$ cat src/verilog/alu_pkg.sv
package alu_pkg;

    // Datapath widths
    localparam int ALU_W    = 32;
    localparam int OPCODE_W = 5;
    localparam int SHAMT_W  = 5;

    // Supported operations
    // Any other code gives a zero result
    typedef enum logic [OPCODE_W-1:0] {
        OP_ADD = 5'd0,
        OP_SUB = 5'd1,
        OP_AND = 5'd2,
        OP_OR  = 5'd3,
        OP_SLL = 5'd4,
        OP_SRA = 5'd5
    } alu_op_e;

    // Request, 74 bits
    // opcode stays a plain vector so that unused codes can pass through
    typedef struct packed {
        logic [ALU_W-1:0]    op_a;
        logic [ALU_W-1:0]    op_b;
        logic [OPCODE_W-1:0] opcode;
        logic [SHAMT_W-1:0]  shamt;
    } alu_req_t;

    // Response, 35 bits
    typedef struct packed {
        logic [ALU_W-1:0] result;
        logic             not_equal;
        logic             less_than;
        logic             overflow;
    } alu_resp_t;

endpackage

$ cat src/verilog/alu_skid_buffer.sv
`timescale 1ns/10ps

module alu_skid_buffer #(
    parameter type payload_t = logic [7:0]
) (
    input  logic     clk,
    input  logic     rst_n,

    input  logic     in_valid,
    output logic     in_ready,
    input  payload_t in_data,

    output logic     out_valid,
    input  logic     out_ready,
    output payload_t out_data
);

    // Main entry feeds the output, spare catches an item while main is stuck
    logic     main_valid;
    logic     spare_valid;
    payload_t main_data;
    payload_t spare_data;

    logic     push;
    logic     pop;
    logic     main_free;
    logic     push_to_main;

    assign push = in_valid && in_ready;
    assign pop  = main_valid && out_ready;

    // Main can take a new item when empty or emptying this edge
    assign main_free = pop || !main_valid;

    // An older item in the spare always goes to main first
    assign push_to_main = push && main_free && !spare_valid;

    // Only a full buffer refuses, spare_valid is a flop
    assign in_ready = !spare_valid;

    assign out_valid = main_valid;
    assign out_data  = main_data;

    always_ff @(posedge clk or negedge rst_n) begin
        if (!rst_n) begin
            main_valid  <= 1'b0;
            spare_valid <= 1'b0;
        end else if (main_free) begin
            main_valid  <= spare_valid || push;
            // Spare moves into main and a push goes straight to main
            spare_valid <= 1'b0;
        end else begin
            spare_valid <= spare_valid || push;
        end
    end

    always_ff @(posedge clk) begin
        if (main_free && spare_valid) begin
            main_data <= spare_data;
        end else if (push_to_main) begin
            main_data <= in_data;
        end

        if (push && !push_to_main) begin
            spare_data <= in_data;
        end
    end

endmodule

$ cat src/verilog/alu_core.sv
`timescale 1ns/10ps

module alu_core
    import alu_pkg::*;
(
    input  logic      clk,
    input  logic      rst_n,

    input  logic      req_valid,
    output logic      req_ready,
    input  alu_req_t  req_payload,

    output logic      resp_valid,
    input  logic      resp_ready,
    output alu_resp_t resp_payload
);

    // Request fields
    logic [ALU_W-1:0]    op_a;
    logic [ALU_W-1:0]    op_b;
    logic [OPCODE_W-1:0] opcode;
    logic [SHAMT_W-1:0]  shamt;

    // Shared add/subtract path
    logic                is_sub;
    logic [ALU_W-1:0]    adder_b;
    logic [ALU_W-1:0]    sum;
    logic                add_ovf;

    // Comparison path
    logic [ALU_W-1:0]    diff;
    logic                signs_differ;

    // Logic and shift results
    logic [ALU_W-1:0]    and_res;
    logic [ALU_W-1:0]    or_res;
    logic [ALU_W-1:0]    sll_res;
    logic [ALU_W-1:0]    sra_res;

    alu_resp_t           next_resp;
    logic                stage_load;

    assign op_a   = req_payload.op_a;
    assign op_b   = req_payload.op_b;
    assign opcode = req_payload.opcode;
    assign shamt  = req_payload.shamt;

    // Subtract is A + ~B + 1 on the same adder
    assign is_sub  = (opcode == OP_SUB);
    assign adder_b = is_sub ? ~op_b : op_b;
    assign sum     = op_a + adder_b + {{(ALU_W-1){1'b0}}, is_sub};

    // Same-sign inputs with a sign change in the sum
    assign add_ovf = (op_a[ALU_W-1] == adder_b[ALU_W-1])
                  && (sum[ALU_W-1] != op_a[ALU_W-1]);

    // Flags ignore the opcode, so the compare keeps its own subtractor
    assign diff         = op_a - op_b;
    assign signs_differ = op_a[ALU_W-1] ^ op_b[ALU_W-1];

    assign and_res = op_a & op_b;
    assign or_res  = op_a | op_b;
    assign sll_res = op_a << shamt;
    // Sign bit of A fills from the top
    assign sra_res = $signed(op_a) >>> shamt;

    always_comb begin
        next_resp.result    = '0;
        next_resp.overflow  = 1'b0;
        next_resp.not_equal = (op_a != op_b);
        // Negative A beats positive B when signs differ
        next_resp.less_than = signs_differ ? op_a[ALU_W-1] : diff[ALU_W-1];

        case (opcode)
            OP_ADD, OP_SUB: begin
                next_resp.result   = sum;
                next_resp.overflow = add_ovf;
            end
            OP_AND: begin
                next_resp.result = and_res;
            end
            OP_OR: begin
                next_resp.result = or_res;
            end
            OP_SLL: begin
                next_resp.result = sll_res;
            end
            OP_SRA: begin
                next_resp.result = sra_res;
            end
            default: begin
                next_resp.result = '0;
            end
        endcase
    end

    // Stage takes a new request when empty or when its response leaves
    assign stage_load = !resp_valid || resp_ready;
    assign req_ready  = stage_load;

    always_ff @(posedge clk or negedge rst_n) begin
        if (!rst_n) begin
            resp_valid <= 1'b0;
        end else if (stage_load) begin
            resp_valid <= req_valid;
        end
    end

    always_ff @(posedge clk) begin
        if (stage_load && req_valid) begin
            resp_payload <= next_resp;
        end
    end

endmodule

$ cat src/verilog/alu_unit.sv
`timescale 1ns/10ps

module alu_unit
    import alu_pkg::*;
(
    input  logic                clk,
    input  logic                rst_n,

    // Request side
    input  logic                in_valid,
    output logic                in_ready,
    input  logic [ALU_W-1:0]    op_a,
    input  logic [ALU_W-1:0]    op_b,
    input  logic [OPCODE_W-1:0] opcode,
    input  logic [SHAMT_W-1:0]  shamt,

    // Response side
    output logic                out_valid,
    input  logic                out_ready,
    output logic [ALU_W-1:0]    result,
    output logic                not_equal,
    output logic                less_than,
    output logic                overflow
);

    alu_req_t  in_req;
    alu_req_t  req_payload;
    logic      req_valid;
    logic      req_ready;

    alu_resp_t resp_payload;
    logic      resp_valid;
    logic      resp_ready;
    alu_resp_t out_resp;

    // Pack the request ports
    assign in_req.op_a   = op_a;
    assign in_req.op_b   = op_b;
    assign in_req.opcode = opcode;
    assign in_req.shamt  = shamt;

    alu_skid_buffer #(
        .payload_t (alu_req_t)
    ) u_req_buf (
        .clk       (clk),
        .rst_n     (rst_n),
        .in_valid  (in_valid),
        .in_ready  (in_ready),
        .in_data   (in_req),
        .out_valid (req_valid),
        .out_ready (req_ready),
        .out_data  (req_payload)
    );

    alu_core u_core (
        .clk          (clk),
        .rst_n        (rst_n),
        .req_valid    (req_valid),
        .req_ready    (req_ready),
        .req_payload  (req_payload),
        .resp_valid   (resp_valid),
        .resp_ready   (resp_ready),
        .resp_payload (resp_payload)
    );

    alu_skid_buffer #(
        .payload_t (alu_resp_t)
    ) u_resp_buf (
        .clk       (clk),
        .rst_n     (rst_n),
        .in_valid  (resp_valid),
        .in_ready  (resp_ready),
        .in_data   (resp_payload),
        .out_valid (out_valid),
        .out_ready (out_ready),
        .out_data  (out_resp)
    );

    // Unpack the response
    assign result    = out_resp.result;
    assign not_equal = out_resp.not_equal;
    assign less_than = out_resp.less_than;
    assign overflow  = out_resp.overflow;

endmodule

$ cat config.mk
export PLATFORM = sky130hd
export DESIGN_NAME = alu_unit
export DESIGN_NICKNAME = d
export VERILOG_FILES = /design/src/verilog/alu_pkg.sv /design/src/verilog/alu_skid_buffer.sv /design/src/verilog/alu_core.sv /design/src/verilog/alu_unit.sv
export SDC_FILE = /design/constraint.sdc
export NUM_CORES = 1
export LEC_CHECK = 0
export ABC_AREA = 1
export ABC_CLOCK_PERIOD_IN_PS = 11100
export BUFFER_PORTS_ARGS = -buffer_cell sky130_fd_sc_hd__buf_4
export CORE_MARGIN = 2
export CORE_UTILIZATION = 60
export CTS_CLUSTER_SIZE = 10
export DETAILED_ROUTE_END_ITERATION = 10
export GPL_ROUTABILITY_DRIVEN = 1
export MAX_ROUTING_LAYER = met4
export PLACE_DENSITY_LB_ADDON = 0.05
export SYNTH_ARGS = -nofsm -noshare
export SYNTH_HDL_FRONTEND = slang
export SYNTH_SLANG_ARGS = --single-unit
$ cat constraint.sdc
create_clock -name clk -period 11.1 [get_ports clk]
set_input_delay 2.22 -clock clk [delete_from_list [all_inputs] [get_ports clk]]
set_output_delay 2.22 -clock clk [all_outputs]
set_load 0.02 [all_outputs]
==> impl_metrics.py, run 1 <==
metrics = {
    "yosys": {
        "async_flop_share": 0.01938,
        "syn_area_sq_mm": 0.01738,
        "avgSynthCellArea_sq_um": 9.150,
        "synth-seq-area-share": 0.4444,
        "synthFlopType": "edfxtp_1",
        "synth_area_leaders": "edfxtp_1, nand2_1, ha_1, mux2_2, nand3_1",
        "synth_edf_count": 253,
        "synth_cell_types": 56,
        "yosys.area.top_type": "edfxtp_1",
        "synth-seq-cells": 258,
        "netlist_instances": 1899,
        "yosys_warnings": 0,
        "syn_nets": 2107,
        "netlist.area_leader.share": 0.4372,
    },
    "critical_path": {
        "cp-end-kind": "register",
        "cp.required_ns": 11.37,
        "critPathMaxFanout": 32,
        "timing_worst_setup_path_type": "reg -> reg",
        "arrival_ns": 4.27,
        "start_kind": "register",
    },
    "route": {
        "drc": 0,
        "vias": 14290,
        "drtIter0Drc": 1693,
        "wl_met1_microns": 21620,
        "top_layer": "met4",
        "vias_per_cell": 6.013,
        "wl_microns": 51040,
        "drt-wirelength-per-cell_microns": 21.47,
        "wl_met3_microns": 4789,
        "dr_wl_met2_microns": 22980,
        "firstDrtPassIters": 6,
        "ant_nets": 0,
    },
    "floorplan": {
        "rows": 62,
        "fp.dieW_microns": 174.2,
        "die_h_microns": 174.2,
        "io_pins": 115,
        "initial_core_util": 0.6070,
        "core_region_area_sq_mm": 0.02863,
        "die-area_sq_mm": 0.03034,
    },
    "final_layout": {
        "nNetsFinal": 2186,
        "filler_cell_count": 2348,
        "drive_above_1_share": 0.1742,
        "area_growth_pct": 10.88,
    },
    "power_and_ir_drop": {
        "ir_drop_uv": 148.2,
        "power.leakage_nw": 8.173,
        "clkPwrFrac": 0.244,
        "power.density_mw_per_mm2": 189.2,
        "switching_share": 0.3711,
        "p_comb_frac": 0.363,
        "p_int_w": 0.002293,
        "pwr-share-seq": 0.393,
        "power_w": 0.003646,
        "p_switching_w": 0.001353,
    },
    "clock_tree": {
        "cts_max_level": 1,
        "cts_sinks": 258,
        "numCtsBuffers": 30,
        "post_cts_buffers": 0,
        "clkTransAtPathRegs_ns": 0.06,
        "cts_buffer_depth": 3,
        "cts_tree": "yes",
        "clk_latency_ns": 0.57,
        "cts_hold_buf": 0,
        "cts_resized": 0,
        "cts_root_buffer": "clkbuf_16",
    },
    "sta": {
        "final_max_slew_viol_count": 0,
        "rsz0062_at_grt": "no",
        "layout_min_cycle_time_ns": 4.003,
        "setup_viol_count_final": 0,
        "fmax_ghz": 0.2498,
        "min_period_over_period": 0.3606,
        "finalHoldViolations": 0,
        "slew_headroom": 0.3110,
        "finalClockSkew_ns": 0.02300,
        "worstMarginPinSlew_ns": 1.032,
        "setup_tns_ns": 0,
    },
    "grt": {
        "grt_pass1_wl_microns": 77510,
        "grt_max_degree": 81,
        "overflow": 0,
        "grt_pass1_vias": 13610,
        "track_usage": 0.3447,
        "antenna_found_initial": 1,
    },
    "place": {
        "dp.final_hpwl_microns": 38460,
        "globalplace.congestion": 1.060,
        "port-buffer-count": 114,
    },
    "run_status": {
        "outcome": "completed",
    },
    "job": {
        "maxCapViolations": 0,
    },
    "worst_hold_path": {
        "hold_path.class": "reg -> reg",
    },
}
==> cells in the mapped netlist, types with 3 or more instances <==
cell	instances
nor4_1	6
a21oi_2	3
buf_2	39
buf_1	8
nor2_2	3
mux2_2	109
nand4_1	13
o21a_1	20
xor2_1	31
nand2_2	7
mux2i_1	3
nand3_1	127
dfrtp_1	5
inv_1	162
o21ai_2	24
o21ai_1	72
buf_4	5
ha_1	128
nor2_4	3
buf_6	8
or2_2	10
nor2_1	99
inv_2	9
o21ai_0	84
a221oi_1	3
nand2_1	448
a31oi_1	4
or2_1	4
a211oi_1	4
o211ai_1	35
nor3_1	10
edfxtp_1	253
a21o_1	5
nand3b_1	19
a21oi_1	85
o21bai_1	3
clkbuf_1	22
==> through the flow <==
step	area [sq um]	cells	worst slack [ns]	hold WS, ns	util
detailed placement	18400	2330	6.974	0.4322	0.6426
floorplan	17380	1899	3.234	0.4204	-
CTS	19260	2376	7.123	0.4489	0.6730
global route	19270	2377	6.794	0.4513	0.6731
finish	19270	2377	7.097	0.4449	0.6731
global placement	18400	2330	7.125	0.4319	0.6426
==> area by class of cell <==
cell class | instances | area, sq um | share of cell area
Timing Repair Buffer | 131 | 983.4 | 0.05104
Sequential cell | 258 | 7722 | 0.4008
Multi-Input combinational cell | 1385 | 8563 | 0.4444
Clock buffer | 43 | 830.8 | 0.04312
Antenna cell | 1 | 2.502 | 0.0001299
Clock inverter | 3 | 38.79 | 0.002013
Tap cell | 384 | 480.5 | 0.02494
Inverter | 172 | 645.6 | 0.03351
==> cell usage in the layout (no fill, tap or decap), drive strengths merged, types with 11 or more instances in the layout <==
cell	n
a21oi	89
buf	131
clkbuf	43
edfxtp	253
ha	128
inv	171
mux2	109
nand2	455
nand3	128
nand3b	19
nand4	13
nor2	105
nor3	11
o211ai	37
o21a	21
o21ai	180
or2	15
xor2	31
==> worst max-delay path, cell delays in order, from the launching register on <==
cell,delay [ns]
edfxtp_1,0.40
nor2_2,0.22
nand3_2,0.81
xor2_1,0.52
fa_1,0.34
nand3_1,0.09
nand2_1,0.12
a21boi_1,0.11
o21ai_0,0.51
nand2_1,0.17
nand3_1,0.13
nand2_1,0.06
nand3_1,0.08
nand3_1,0.13
==> power groups by stage <==
stage | Sequential, W | Clock, W | Combinational (W)
2_1_floorplan | 0.00146 | 0 | 0.000866
3_3_place_gp | 0.00143 | 0 | 0.00127
3_5_place_dp | 0.00144 | 0 | 0.00129
4_1_cts | 0.00143 | 0.000900 | 0.00130
5_1_grt | 0.00145 | 0.000941 | 0.00145
6_report | 0.00143 | 0.000890 | 0.00132
==> final timing paths <==
kind,endpoint,slack [ns],cells past startpoint,startpoint
setup / recovery,u_core.resp_payload[27],7.10,13,u_req_buf.out_data[8]
hold / removal,u_resp_buf.spare_data[25],0.44,0,u_core.resp_payload[25]
setup reg to reg,u_core.resp_payload[27],7.10,13,u_req_buf.out_data[8]
hold reg to reg,u_resp_buf.spare_data[25],0.44,0,u_core.resp_payload[25]
max in group asynchronous,u_resp_buf.out_valid,9.54,1,rst_n
min in group asynchronous,u_req_buf.spare_valid,1.45,1,rst_n
==> routing by layer <==
layer,global-route usage,vias to the layer above
li1,-,6718
met1,0.4762,6808
met2,0.5268,674
met3,0.05140,92
met4,0.1103,0
met5,-,-
==> logic make-up (layout without fill, tap and decap cells) <==
group,count (synthesis),count (layout),synth area share
and+or+nand+nor,755,755,0.1858
buffers and inverters,256,349,0.06394
other,0,1,0
AOI/OAI and AO/OA,357,357,0.1233
muxes,112,112,0.07236
adders and majority gates,130,130,0.09447
DFF,258,258,0.4444
xor gates and xnor gates,31,31,0.01562
==> flip-flops by register name, indices dropped and copies added, names as in the netlist <==
signal and flops:
u_core.resp_payload 35, u_resp_buf.spare_data 35, u_req_buf.out_valid 1, u_core.resp_valid 1, u_req_buf.spare_valid 1, u_req_buf.out_data 74
u_resp_buf.spare_valid 1, u_resp_buf.out_valid 1, u_resp_buf.out_data 35, u_req_buf.spare_data 74
Power figures use the tool's default switching activity.
==> inputs of run 2 (changes only) <==
--- a/config.mk
+++ b/config.mk
@@ -6,10 +6,10 @@
 export NUM_CORES = 1
 export LEC_CHECK = 0
 export ABC_AREA = 1
-export ABC_CLOCK_PERIOD_IN_PS = 11100
+export ABC_CLOCK_PERIOD_IN_PS = 3500
 export BUFFER_PORTS_ARGS = -buffer_cell sky130_fd_sc_hd__buf_4
 export CORE_MARGIN = 2
-export CORE_UTILIZATION = 60
+export CORE_UTILIZATION = 56
 export CTS_CLUSTER_SIZE = 10
 export DETAILED_ROUTE_END_ITERATION = 10
 export GPL_ROUTABILITY_DRIVEN = 1
==> constraint.sdc (replaced) <==
create_clock -name clk -period 3.5 [get_ports clk]
set_input_delay 0.7 -clock clk [delete_from_list [all_inputs] [get_ports clk]]
set_output_delay 0.7 -clock clk [all_outputs]
set_load 0.02 [all_outputs]
==> impl_metrics.py, run 2 (same netlist as run 1, synthesis figures left out) <==
metrics = {
    "power_and_ir_drop": {
        "power.density_mw_per_mm2": 587.8,
        "power_w": 0.01151,
        "power.leakage_nw": 8.329,
        "ir_drop_uv": 711.1,
    },
    "grt": {
        "grt_max_degree": 80,
        "grt_pass1_wl_microns": 79800,
        "grt_pass1_vias": 13830,
        "track_usage": 0.3299,
        "overflow": 0,
        "antenna_found_initial": 0,
    },
    "place": {
        "port-buffer-count": 114,
        "pre_cts_slack_ns": -0.02846,
        "globalplace.congestion": 1.017,
        "dp.final_hpwl_microns": 40740,
    },
    "route": {
        "vias_per_cell": 5.894,
        "drt-wirelength-per-cell_microns": 21.78,
        "vias": 14280,
        "drc": 0,
        "ant_nets": 0,
        "drtIter0Drc": 1698,
        "wl_microns": 52760,
        "firstDrtPassIters": 5,
    },
    "clock_tree": {
        "numCtsBuffers": 29,
        "clkTransAtPathRegs_ns": 0.06,
        "cts_root_buffer": "clkbuf_16",
        "clk_latency_ns": 0.55,
        "cts_sinks": 258,
        "cts_buffer_depth": 3,
        "cts_tree": "yes",
        "cts_max_level": 1,
    },
    "sta": {
        "worstMarginPinSlew_ns": 1.172,
        "finalClockSkew_ns": 0.01771,
        "min_period_over_period": 0.9263,
        "setup_viol_count_final": 0,
        "fin_ws_ns": 0.2581,
        "rsz0062_at_grt": "no",
        "setup_tns_ns": 0,
        "slew_headroom": 0.2178,
        "fmax_ghz": 0.3085,
        "layout_min_cycle_time_ns": 3.242,
        "final_max_slew_viol_count": 0,
        "finalHoldViolations": 0,
    },
    "critical_path": {
        "cp-end-kind": "register",
        "critPathMaxFanout": 14,
        "timing_worst_setup_path_type": "reg -> reg",
        "cp.required_ns": 3.79,
        "arrival_ns": 3.53,
        "start_kind": "register",
    },
    "final_layout": {
        "num_antenna_cells": 0,
        "mostFrequentLayoutCell": "nand2_1",
        "drive_above_1_share": 0.1881,
        "area_growth_pct": 12.69,
        "utilization": 0.6401,
        "final-seq-area_sq_mm": 0.007722,
        "filler_cell_count": 2611,
        "nNetsFinal": 2222,
        "layout_common_cells": "nand2_1, edfxtp_1, inv_1",
        "multi_input_area_sq_mm": 0.008588,
    },
    "job": {
        "maxCapViolations": 0,
    },
    "floorplan": {
        "fp.dieW_microns": 180.2,
        "die-area_sq_mm": 0.03245,
        "rows": 64,
        "io_pins": 115,
        "die_h_microns": 180.2,
        "initial_core_util": 0.5681,
        "core_region_area_sq_mm": 0.03059,
    },
    "run_status": {
        "outcome": "completed",
    },
    "worst_hold_path": {
        "hold_path.class": "in -> reg",
    },
}
[run 2: changes by cell type in the layout (fill, tap and decap cells not counted), sizes merged]
cell | previous run | this run
clkinv | 3 | 1
dlygate4sd3 | 0 | 1
buf | 131 | 167
diode | 1 | 0
bufinv | 1 | 0
[run 2: critical path: stages (launching register included)]
cell and delay (ns):
edfxtp_1 0.41, nor2_2 0.23, nand3_4 0.21, buf_4 0.20, xor2_1 0.13, ha_1 0.41, nand2_1 0.12, nor2_1 0.23
nand2_1 0.08, o21ai_1 0.49, nand3_1 0.18, nand2_1 0.10, nand2_1 0.05, nand3_1 0.06, nand3b_1 0.07
[run 2: final timing paths]
check,cells after the start,end,slack (ns),from
worst max register to register,14,u_core.resp_payload[33],0.26,u_req_buf.out_data[8]
worst max-delay path,14,u_core.resp_payload[33],0.26,u_req_buf.out_data[8]
max in group asynchronous,2,u_core.resp_valid,2.90,rst_n
worst min register to register,0,u_resp_buf.spare_data[32],0.44,u_core.resp_payload[32]
worst min-delay path,1,u_req_buf.spare_data[4],0.33,shamt[4]
min in group asynchronous,2,u_req_buf.out_valid,0.48,rst_n
[run 2: power by group]
part	switching, W	internal (W)	total, W
Clock	0.00112	0.00150	0.00262
Combinational	0.00287	0.00151	0.00438
Sequential	0.000337	0.00417	0.00451
Total	0.00433	0.00718	0.0115
[run 2: routing by layer]
| layer | global-route usage | part of all wire | wire length, microns | vias to the layer above |
|---|---|---|---|---|
| met5 | - | 0 | 0 | - |
| met4 | 0.1268 | 0.042 | 2203 | 0 |
| met1 | 0.4582 | 0.43 | 22700 | 6699 |
| li1 | - | - | - | 6802 |
| met2 | 0.4993 | 0.44 | 23470 | 665 |
| met3 | 0.03901 | 0.083 | 4384 | 109 |
[run 2: per-stage QoR]
step / instance area, sq um / hold slack, ns / instances
3_3_place_gp: 18700 / 0.4301 / 2368
6_report: 19580 / 0.3285 / 2422
2_1_floorplan: 17390 / 0.4044 / 1899
4_1_cts: 19490 / 0.3055 / 2412
3_5_place_dp: 18700 / 0.4324 / 2368
5_1_grt: 19580 / 0.3155 / 2422
[run 2: final cells by class]
type,instances,area share
Tap cell,396,0.02530
Sequential cell,258,0.3944
Clock buffer,43,0.03974
Inverter,172,0.03297
Timing Repair Buffer,168,0.06901
Multi-Input combinational cell,1385,0.4386
[run 2: repair_timing]
| action | in CTS | in global routing |
|---|---|---|
| setup buffers | 0 | 10 |
| cloned | 0 | 0 |
| setup endpoints to repair | 2 | 6 |
| hold buffers | 1 | 0 |
| gates resized for setup | 1 | 3 |
| endpoints found under the hold margin | 5 | 0 |
| pin swaps | 0 | 1 |
==> inputs of run 3 (changes only) <==
--- a/config.mk
+++ b/config.mk
@@ -8,7 +8,7 @@
 export ABC_AREA = 1
 export ABC_CLOCK_PERIOD_IN_PS = 3500
 export BUFFER_PORTS_ARGS = -buffer_cell sky130_fd_sc_hd__buf_4
-export CORE_MARGIN = 2
+export CORE_ASPECT_RATIO = 0.5
 export CORE_UTILIZATION = 56
 export CTS_CLUSTER_SIZE = 10
 export DETAILED_ROUTE_END_ITERATION = 10
==> impl_metrics.py, run 3 (same netlist as run 1, synthesis figures left out) <==
metrics = {
    "final_layout": {
        "stdcell_area_sq_mm": 0.01954,
        "drive_above_1_share": 0.1835,
        "mostFrequentLayoutCell": "nand2_1",
        "nNetsFinal": 2210,
        "layout_common_cells": "nand2_1, edfxtp_1, inv_1",
        "area_growth_pct": 12.43,
        "filler_cell_count": 2555,
    },
    "floorplan": {
        "io_pins": 115,
        "core_region_area_sq_mm": 0.03040,
        "die-area_sq_mm": 0.03178,
        "rows": 45,
        "fp.dieW_microns": 251.1,
        "initial_core_util": 0.5715,
        "die_h_microns": 126.6,
    },
    "grt": {
        "antenna_found_initial": 2,
        "track_usage": 0.3511,
        "grt_max_degree": 80,
        "grt_pass1_vias": 12960,
        "overflow": 0,
        "grt_pass1_wl_microns": 80150,
    },
    "clock_tree": {
        "cts_root_buffer": "clkbuf_16",
        "numCtsBuffers": 29,
        "clk_latency_ns": 0.57,
        "cts_tree": "yes",
        "clkTransAtPathRegs_ns": 0.07,
        "cts_buffer_depth": 3,
        "cts_sinks": 258,
        "cts_max_level": 1,
        "post_cts_buffers": 0,
    },
    "sta": {
        "rsz0062_at_grt": "no",
        "slew_headroom": 0.1901,
        "finalHoldViolations": 0,
        "setup_tns_ns": 0,
        "layout_min_cycle_time_ns": 3.266,
        "worstMarginPinSlew_ns": 1.214,
        "min_period_over_period": 0.9330,
        "fin_ws_ns": 0.2344,
        "fmax_ghz": 0.3062,
        "setup_viol_count_final": 0,
        "finalClockSkew_ns": 0.02282,
        "hold_ws_ns": 0.3148,
        "final_max_slew_viol_count": 0,
    },
    "place": {
        "port-buffer-count": 114,
        "dp.final_hpwl_microns": 42310,
        "pre_cts_slack_ns": 0.2530,
        "place_area_sq_mm": 0.01870,
        "globalplace.congestion": 1.089,
    },
    "power_and_ir_drop": {
        "ir_drop_uv": 403.8,
        "power.density_mw_per_mm2": 593.3,
        "power.leakage_nw": 8.295,
    },
    "critical_path": {
        "cp.required_ns": 3.77,
        "arrival_ns": 3.54,
        "critPathMaxFanout": 32,
        "start_kind": "register",
        "timing_worst_setup_path_type": "reg -> reg",
        "cp-end-kind": "register",
    },
    "route": {
        "drt-wirelength-per-cell_microns": 22.33,
        "wl_microns": 54020,
        "vias_per_cell": 5.973,
        "firstDrtPassIters": 6,
        "drc": 0,
        "drtIter0Drc": 1876,
        "ant_nets": 0,
        "vias": 14450,
    },
    "run_status": {
        "outcome": "completed",
    },
    "worst_hold_path": {
        "hold_path.class": "in -> reg",
    },
    "job": {
        "maxCapViolations": 0,
    },
}
[run 3: cell types whose count changed in the layout (fill, tap and decap cells not counted), sizes merged]
cell	change
buf	-12
clkinv	+1
diode	+4
inv	+1
[run 3: area by class of cell]
cell class | count | area [sq um] | share of cell area
Inverter | 172 | 645.6 | 0.03305
Antenna cell | 4 | 10.01 | 0.0005124
Multi-Input combinational cell | 1385 | 8583 | 0.4394
Sequential cell | 258 | 7722 | 0.3953
Clock inverter | 2 | 23.77 | 0.001217
Tap cell | 399 | 499.2 | 0.02555
Timing Repair Buffer | 156 | 1274 | 0.06520
Clock buffer | 43 | 778.2 | 0.03984
[run 3: where the power goes]
| part | switching, W | total, W | internal (W) |
|---|---|---|---|
| sequential | 0.000373 | 0.00455 | 0.00417 |
| clock | 0.00112 | 0.00264 | 0.00152 |
| combinational | 0.00292 | 0.00441 | 0.00149 |
| total | 0.00441 | 0.0116 | 0.00718 |
[run 3: per-stage QoR]
stage / std cells / power (W) / util
after floorplan: 1899 / 0.007368 / -
after global placement: 2369 / 0.008810 / 0.6151
after detailed placement: 2369 / 0.008848 / 0.6151
after CTS: 2415 / 0.01150 / 0.6419
after global routing: 2418 / 0.01217 / 0.6425
final: 2419 / 0.01159 / 0.6426
[run 3: path summary, 6_finish.rpt]
kind                                              from                       end  slack, ns  depth (start not counted)
worst max register to register   u_req_buf.out_data[8]   u_core.resp_payload[19]       0.23                         14
worst max-delay path             u_req_buf.out_data[8]   u_core.resp_payload[19]       0.23                         14
min in group asynchronous                        rst_n     u_req_buf.spare_valid       0.50                          2
worst min register to register  u_core.resp_payload[7]  u_resp_buf.spare_data[7]       0.45                          0
worst min-delay path                          op_a[17]  u_req_buf.spare_data[59]       0.31                          1
max in group asynchronous                        rst_n      u_resp_buf.out_valid       2.86                          2
[run 3: metal layers]
| metal | vias up | GRT usage | routed length [microns] | part of all wire |
|---|---|---|---|---|
| met1 | 6814 | 0.5463 | 25730 | 0.48 |
| met5 | - | - | 0 | 0 |
| met4 | 0 | 0.05416 | 865 | 0.016 |
| met3 | 75 | 0.1073 | 7255 | 0.13 |
| met2 | 791 | 0.4435 | 20170 | 0.37 |
| li1 | 6769 | - | - | - |
[run 3: what timing repair did]
action,4_1_cts,5_1_grt
gates resized for setup,0,3
setup endpoints to repair,0,3
hold buffers,1,0
hold endpoints to repair,5,0
[run 3: worst max-delay path: stages, from the launching register on]
cell	delay [ns]
edfxtp_1	0.38
nor2_2	0.20
nand3_2	0.12
buf_12	0.19
xor2_1	0.31
fa_1	0.30
nand3_1	0.09
nand2_1	0.13
a21boi_1	0.11
o21ai_0	0.56
a21oi_1	0.18
inv_1	0.10
nand2_1	0.05
nand3_1	0.07
nand3b_1	0.13
